===== config.mk =====
export PLATFORM = sky130hd
export DESIGN_NAME = fetch_front
export DESIGN_NICKNAME = d
export VERILOG_FILES = /design/src/fetch_pkg.sv /design/src/pipe_reg.sv /design/src/pc_select.sv /design/src/fetch_hazard.sv /design/src/fetch_align.sv /design/src/fetch_front.sv
export SDC_FILE = /design/constraint.sdc
export NUM_CORES = 1
export LEC_CHECK = 0
export BUFFER_PORTS_ARGS = -buffer_cell sky130_fd_sc_hd__buf_4
export CAP_MARGIN = 30
export CORE_MARGIN = 2
export CORE_UTILIZATION = 56
export CTS_CLUSTER_DIAMETER = 40
export DETAILED_ROUTE_END_ITERATION = 6
export PLACE_DENSITY = 0.89
export SLEW_MARGIN = 20
export SYNTH_ARGS = -nofsm -noshare
export SYNTH_HDL_FRONTEND = slang
export SYNTH_HIERARCHICAL = 1
export SYNTH_SLANG_ARGS = --single-unit

===== constraint.sdc =====
create_clock -name clk -period 5.3 [get_ports clk]
set_clock_uncertainty 0.2 [all_clocks]
set_input_delay 0.53 -clock clk [delete_from_list [all_inputs] [get_ports clk]]
set_output_delay 0.53 -clock clk [all_outputs]
set_load 0.05 [all_outputs]

===== src/fetch_pkg.sv =====
package fetch_pkg;

    // basic widths
    typedef logic [31:0] word_t;
    // two instructions per fetch, first one in the low half
    typedef logic [63:0] dword_t;

    // first fetch address out of reset
    localparam word_t RESET_PC = 32'hbfc0_0000;
    // general exception vector
    localparam word_t EXC_ENTRY = 32'hbfc0_0380;

    // bytes consumed per fetch, two words wide
    localparam int unsigned FETCH_STRIDE = 8;
    // offset of the second slot
    localparam int unsigned INSTR_BYTES = 4;

    // instruction bus request, address phase
    typedef struct packed {
        logic  valid;
        word_t addr;
    } ibus_req_t;

    // instruction bus response
    // addr_ok is combinational, data follows one cycle later
    typedef struct packed {
        logic   addr_ok;
        dword_t data;
    } ibus_resp_t;

    // pc stage to fetch1
    typedef struct packed {
        logic  valid;
        // pc not word aligned
        logic  bad_addr;
        word_t pc;
    } fetch1_t;

    // one decoded slot out of a fetch
    typedef struct packed {
        logic  valid;
        logic  bad_addr;
        word_t pc;
        // zero when the slot is invalid or faulted
        word_t instr;
    } fetch_slot_t;

    // slot pair, index 0 is the slot at pc, index 1 at pc+4
    typedef fetch_slot_t [1:0] slot_pair_t;

endpackage


===== src/pipe_reg.sv =====
`timescale 1ns/1ps

// generic stage register
// flush wins over enable, both clear to an all-zero bubble
module pipe_reg #(
    parameter type T = logic
) (
    input  logic clk,
    input  logic reset,
    // load enable, low holds the stage
    input  logic en,
    // squash the stage contents
    input  logic flush,
    input  T     d,
    output T     q
);

    always_ff @(posedge clk) begin
        if (reset || flush) begin
            // zero valid bits make a bubble
            q <= '0;
        end else if (en) begin
            q <= d;
        end
    end

endmodule


===== src/pc_select.sv =====
`timescale 1ns/1ps

// next pc selection and pc register
// priority: exception, eret, saved trap, branch, saved branch, sequential
module pc_select (
    input  logic                 clk,
    input  logic                 reset,
    input  logic                 exc_valid,
    input  logic                 eret_valid,
    input  fetch_pkg::word_t     epc,
    input  logic                 branch_valid,
    input  fetch_pkg::word_t     branch_target,
    input  logic                 stall_f,
    output fetch_pkg::ibus_req_t ireq,
    output fetch_pkg::fetch1_t   pc_entry
);
    import fetch_pkg::*;

    word_t pc;
    word_t pc_next;
    // redirect targets caught while the pc was stalled
    word_t trap_save;
    word_t branch_save;
    logic  trap_saved;
    logic  branch_saved;
    logic  trap_live;
    logic  misaligned;
    // bad pc already handed to fetch1 once
    logic  bad_issued;
    // sequential path chosen this cycle
    logic  seq_sel;

    assign trap_live  = exc_valid | eret_valid;
    assign misaligned = pc[1:0] != 2'b00;

    always_comb begin
        seq_sel = 1'b0;
        if (exc_valid) begin
            pc_next = EXC_ENTRY;
        end else if (eret_valid) begin
            pc_next = epc;
        end else if (trap_saved) begin
            // an older trap beats a younger branch
            pc_next = trap_save;
        end else if (branch_valid) begin
            pc_next = branch_target;
        end else if (branch_saved) begin
            pc_next = branch_save;
        end else begin
            seq_sel = 1'b1;
            // a faulting pc parks until something redirects it
            pc_next = misaligned ? pc : pc + word_t'(FETCH_STRIDE);
        end
    end

    // pending redirect flags, dropped once the pc moves
    always_ff @(posedge clk) begin
        if (reset) begin
            trap_saved   <= 1'b0;
            branch_saved <= 1'b0;
        end else if (!stall_f) begin
            trap_saved   <= 1'b0;
            branch_saved <= 1'b0;
        end else if (trap_live) begin
            trap_saved   <= 1'b1;
            // trap squashes any branch still waiting
            branch_saved <= 1'b0;
        end else if (branch_valid && !trap_saved) begin
            branch_saved <= 1'b1;
        end
    end

    // saved targets
    always_ff @(posedge clk) begin
        if (stall_f && trap_live) begin
            trap_save <= exc_valid ? EXC_ENTRY : epc;
        end
        if (stall_f && branch_valid && !trap_live && !trap_saved) begin
            branch_save <= branch_target;
        end
    end

    always_ff @(posedge clk) begin
        if (reset) begin
            pc         <= RESET_PC;
            bad_issued <= 1'b0;
        end else if (!stall_f) begin
            pc         <= pc_next;
            bad_issued <= misaligned & seq_sel;
        end
    end

    // only aligned addresses go out on the bus
    assign ireq.valid = !misaligned;
    assign ireq.addr  = pc;

    // stale pc while a redirect is pending, no entry
    assign pc_entry.valid    = !(trap_saved | branch_saved | (misaligned & bad_issued));
    assign pc_entry.bad_addr = misaligned;
    assign pc_entry.pc       = pc;

endmodule


===== src/fetch_hazard.sv =====
`timescale 1ns/1ps

// stall and flush control for pc, fetch1 and the decode register
module fetch_hazard (
    // request on the bus this cycle
    input  logic ireq_valid,
    input  logic addr_ok,
    // decode backpressure
    input  logic stall,
    // any of exception, eret, branch
    input  logic redirect,
    output logic stall_f,
    output logic flush_f1,
    output logic stall_d,
    output logic flush_d
);

    // request posted but not taken by the bus
    logic fetch_wait;

    assign fetch_wait = ireq_valid & ~addr_ok;

    // pc holds until its request is accepted or decode frees up
    assign stall_f = fetch_wait | stall;

    // bubble into fetch1 when the bus said no and nothing else holds
    // redirect drops the wrong-path fetch
    assign flush_f1 = redirect | (fetch_wait & ~stall);

    // output register follows decode
    assign stall_d = stall;
    // pair visible in the redirect cycle is consumed there
    assign flush_d = redirect;

endmodule


===== src/fetch_align.sv =====
`timescale 1ns/1ps

// fetch2: hold buffer and split into two slots
module fetch_align (
    input  logic                  clk,
    input  logic                  reset,
    // fetch1 entry, its data is on the bus this cycle
    input  fetch_pkg::fetch1_t    entry,
    input  fetch_pkg::dword_t     resp_data,
    // output register not loading
    input  logic                  hold,
    output fetch_pkg::fetch_slot_t [1:0] slots
);
    import fetch_pkg::*;

    // response captured on the first held cycle
    dword_t buf_data;
    logic   buf_valid;
    // data actually used for this entry
    dword_t fetch_data;
    logic   entry_ok;

    // bus data is only good for one cycle
    // keep it until the stage moves on
    always_ff @(posedge clk) begin
        if (reset) begin
            buf_valid <= 1'b0;
        end else if (hold && !buf_valid) begin
            buf_valid <= 1'b1;
        end else if (!hold) begin
            buf_valid <= 1'b0;
        end
    end

    always_ff @(posedge clk) begin
        if (hold && !buf_valid) begin
            buf_data <= resp_data;
        end
    end

    // replay while buffered, includes the release cycle
    assign fetch_data = buf_valid ? buf_data : resp_data;

    // usable instruction data
    assign entry_ok = entry.valid & ~entry.bad_addr;

    // slot at pc, low word
    always_comb begin
        slots[0].valid    = entry.valid;
        // fault rides on the first slot only
        slots[0].bad_addr = entry.valid & entry.bad_addr;
        slots[0].pc       = entry.pc;
        slots[0].instr    = entry_ok ? fetch_data[31:0] : '0;
    end

    // slot at pc+4, high word
    always_comb begin
        // nothing behind a faulting fetch
        slots[1].valid    = entry_ok;
        slots[1].bad_addr = 1'b0;
        slots[1].pc       = entry.pc + word_t'(INSTR_BYTES);
        slots[1].instr    = entry_ok ? fetch_data[63:32] : '0;
    end

endmodule


===== src/fetch_front.sv =====
`timescale 1ns/1ps

// instruction fetch front end
// pc -> fetch1 -> fetch2 split -> decode register
module fetch_front (
    input  logic                   clk,
    input  logic                   reset,
    output fetch_pkg::ibus_req_t   ireq,
    input  fetch_pkg::ibus_resp_t  iresp,
    input  logic                   exc_valid,
    input  logic                   eret_valid,
    input  fetch_pkg::word_t       epc,
    input  logic                   branch_valid,
    input  fetch_pkg::word_t       branch_target,
    input  logic                   stall,
    output fetch_pkg::fetch_slot_t slot_first,
    output fetch_pkg::fetch_slot_t slot_second
);
    import fetch_pkg::*;

    logic       redirect;
    logic       stall_f;
    logic       flush_f1;
    logic       stall_d;
    logic       flush_d;
    // pc stage to fetch1
    fetch1_t    pc_entry;
    fetch1_t    f1_entry;
    // fetch2 to decode register
    slot_pair_t slot_pair;
    slot_pair_t slot_pair_q;

    // any redirect, whichever source
    assign redirect = exc_valid | eret_valid | branch_valid;

    pc_select u_pc_select (
        .clk           (clk),
        .reset         (reset),
        .exc_valid     (exc_valid),
        .eret_valid    (eret_valid),
        .epc           (epc),
        .branch_valid  (branch_valid),
        .branch_target (branch_target),
        .stall_f       (stall_f),
        .ireq          (ireq),
        .pc_entry      (pc_entry)
    );

    fetch_hazard u_fetch_hazard (
        .ireq_valid (ireq.valid),
        .addr_ok    (iresp.addr_ok),
        .stall      (stall),
        .redirect   (redirect),
        .stall_f    (stall_f),
        .flush_f1   (flush_f1),
        .stall_d    (stall_d),
        .flush_d    (flush_d)
    );

    // fetch1 moves together with the pc
    pipe_reg #(.T(fetch1_t)) u_f1_reg (
        .clk   (clk),
        .reset (reset),
        .en    (~stall_f),
        .flush (flush_f1),
        .d     (pc_entry),
        .q     (f1_entry)
    );

    fetch_align u_fetch_align (
        .clk       (clk),
        .reset     (reset),
        .entry     (f1_entry),
        .resp_data (iresp.data),
        .hold      (stall_d),
        .slots     (slot_pair)
    );

    // output register feeding decode
    pipe_reg #(.T(slot_pair_t)) u_d_reg (
        .clk   (clk),
        .reset (reset),
        .en    (~stall_d),
        .flush (flush_d),
        .d     (slot_pair),
        .q     (slot_pair_q)
    );

    assign slot_first  = slot_pair_q[0];
    assign slot_second = slot_pair_q[1];

endmodule


==> flow_summary.yaml <==
outcome:
  status: "completed"
cts:
  cts.sinks: 330
  cts.path.max_buffers: 3
  clockRootBuffer: "clkbuf_16"
  cts_buffers: 41
  cts_tree: "yes"
  clk_pin_slew_ns: 0.06
  h-tree-depth: 2
  clock_latency_ns: 0.53
timing:
  finalCritPeriodShare: 0.620
  max-slew-margin-rel: 0.370
  hold_viol_final: 0
  fmax_mhz: 304
  setup_viol: 0
  slew_viol_final: 0
  fin_crit_ns: 3.29
  tns_ns: 0
  tightestPinTransition_ns: 0.942
  grt_setup_unrepaired: "no"
  hold_ws_ns: 0.0135
cells_and_area:
  regArea_um2: 7890
  drive_gt1_frac: 0.242
  fillers: 1752
  syn_to_final_growth_pct: 25.8
  multi_input_area_um2: 6350
  finalNetCount: 1881
route:
  wl_um: 48000
  first_pass_iters: 6
  vias_per_cell: 6.12
  post_drt_wl_per_cell_um: 22.7
  antenna_left: 0
  drcViolationCount: 0
  drt_iter0_markers: 1793
  num_vias: 13000
synthesis:
  synth_edf_count: 128
  syn-instance-count: 1462
  async_reset_ff_frac: 0
  ys_seq_elements: 330
  synth_nets: 1599
  post_synth.cell_area_avg_um2: 10.6
  syn-cell-area_um2: 15500
  synthFlopType: "dfxtp_1"
  yosys.cell_types.count: 84
  synth_warnings: 6
  ys_seq_area_frac: 0.510
pwr:
  combPwrFrac: 0.098
  leakage_nw: 7.90
  p_per_area_nw_per_um2: 320
  pwr-share-clk: 0.455
  switchingPower_mw: 1.56
  power_frac_seq: 0.446
  internal_power_mw: 4.67
  swShare: 0.250
  ir_drop_uv: 240
global_route:
  grt_max_degree: 85
  grt_antenna_before_repair: 0
  overflow: 0
  grt.total_usage: 0.321
  grt_pass1_wl_um: 72600
  grt_pass1_vias: 12800
floorplan:
  start_util: 0.572
  die_width_um: 170
  die_h_um: 170
  dieArea_um2: 29000
  core_area_um2: 27000
  boundaryPins: 300
  row_count: 60
job:
  cap_violations: 0
setup_path:
  critPathLaunchType: "register"
  required_ns: 5.30
  cp_max_fo: 18
  critPathKind: "reg2reg"
  arrival_ns: 3.29
  r2r_slack_ns: 2.01
  crit_path_end_kind: "register"
placement:
  hpwlAfterDp_um: 29900
  gp_congestion: 0.946
  port_buffers: 299
min_path:
  min_path_type: "in2reg"
critical path, cell delays in order (launching register included):
cell and delay [ns]:
dfxtp_1 0.33, or2_1 0.39, inv_1 0.25, nand2b_4 0.09, nand2b_1 0.53, and3_1 0.77
buf_4 0.38
power groups by stage:
stage / clock network, mW / registers (mW) / logic (mW)
floorplan: 0 / 2.86 / 0.321
global placement: 0 / 2.82 / 0.519
detailed placement: 0 / 2.83 / 0.531
CTS: 2.84 / 2.77 / 0.591
global route: 2.95 / 2.78 / 0.643
finish: 2.84 / 2.78 / 0.613
per-layer routing:
| layer | track usage | vias to the layer above | routed length [µm] |
|---|---|---|---|
| li1 | - | 5703 | - |
| met1 | 0.400 | 6156 | 18000 |
| met2 | 0.524 | 950 | 22300 |
| met3 | 0.0814 | 158 | 5550 |
| met4 | 0.150 | 0 | 2120 |
| met5 | 0 | - | 0 |
state kept, by name, indices dropped and copies added, names as in the netlist:
signal	count
u_d_reg/q	132
u_fetch_align/buf_data	64
u_f1_reg/q	34
u_pc_select/branch_save	32
u_pc_select/pc	32
u_pc_select/trap_save	32
u_fetch_align/buf_valid	1
u_pc_select/bad_issued	1
u_pc_select/branch_saved	1
u_pc_select/trap_saved	1
worst paths after layout:
kind	to	start	cells past startpoint
max	u_pc_select/branch_save[28]$_DFFE_PP_	u_pc_select/pc[0]$_SDFFE_PP0P_	6
min	u_pc_select/branch_save[22]$_DFFE_PP_	branch_target[22]	1
max reg2reg	u_pc_select/branch_save[28]$_DFFE_PP_	u_pc_select/pc[0]$_SDFFE_PP0P_	6
min reg2reg	u_pc_select/bad_issued$_SDFFE_PP0N_	u_pc_select/bad_issued$_SDFFE_PP0N_	2
per-stage QoR:
stage	utilization	cell area (µm²)	std cells	power (mW)	worst slack [ns]
finish	0.720	19500	2118	6.23	2.01
floorplan	-	15500	1462	3.18	1.07
global route	0.720	19500	2117	6.38	1.93
global placement	0.633	17100	1950	3.34	2.20
CTS	0.719	19400	2116	6.20	2.10
detailed placement	0.635	17200	1952	3.36	2.10
cells in the final DEF (no fill, tap or decap), drive strengths merged, types with 11 or more instances in the layout:
master,count
mux2i,234
xor2,15
a31oi,12
a21oi,33
nor2,263
o21ai,29
buf,314
nand2,49
or2,20
nor2b,25
clkinv,18
o22ai,12
and3,12
dfxtp,202
xnor2,25
nand4,23
clkbuf,45
nand2b,12
inv,31
nor3,23
nand3,31
edfxtp,128
a221oi,11
dlygate4sd3,89
Yosys cell counts (4+ instances only):
library cell / count / area [µm²]
a211oi_1: 5 / 37.5
nand2_1: 47 / 176
o22ai_1: 12 / 75.1
buf_1: 6 / 22.5
mux2i_1: 234 / 2340
xnor2_1: 25 / 219
buf_6: 25 / 282
nor4_1: 6 / 37.5
nor2_1: 261 / 980
a22oi_1: 4 / 30.0
o21ai_0: 27 / 135
nor2b_1: 25 / 156
nand4_1: 19 / 119
and2_1: 5 / 31.3
and4_1: 8 / 70.1
nor3_1: 21 / 105
a221o_1: 6 / 60.1
nand2b_1: 11 / 68.8
clkbuf_1: 35 / 131
a31o_2: 5 / 43.8
o211ai_1: 6 / 45.0
a31oi_1: 12 / 75.1
inv_1: 26 / 97.6
buf_2: 21 / 105
nand3_1: 30 / 150
a21oi_1: 33 / 165
a221oi_1: 11 / 96.3
or2_1: 6 / 37.5
dfxtp_1: 202 / 4040
xor2_1: 15 / 131
edfxtp_1: 128 / 3840
and3_1: 11 / 68.8
o221ai_1: 7 / 61.3
or2_2: 13 / 81.3
buf_4: 74 / 556
timing repair:
action | CTS | global route
hold endpoints to repair | 89 | 0
buffers inserted | 0 | 0
resized for setup | 0 | 0
hold buffers | 89 | 0
area by class of cell:
cell class	instances	area share
sequential	330	0.406
multi-input combinational	941	0.326
timing repair buffer	403	0.169
clock buffer	45	0.0556
tap	341	0.0219
clock inverter	30	0.0156
inverter	27	0.00547
antenna	1	0.000129
logic make-up (layout without fill, tap and decap cells):
logic type,Yosys count,in the layout,synth area share
mux,235,235,0.152
flops,330,330,0.510
simple gates,491,491,0.154
compound gates,172,172,0.0790
xor+xnor,40,40,0.0227
fa+ha+maj,2,2,0.00162
other cells,1,2,0.000242
buf+inv,191,505,0.0803
No activity file was read; power rests on OpenSTA's default activity.
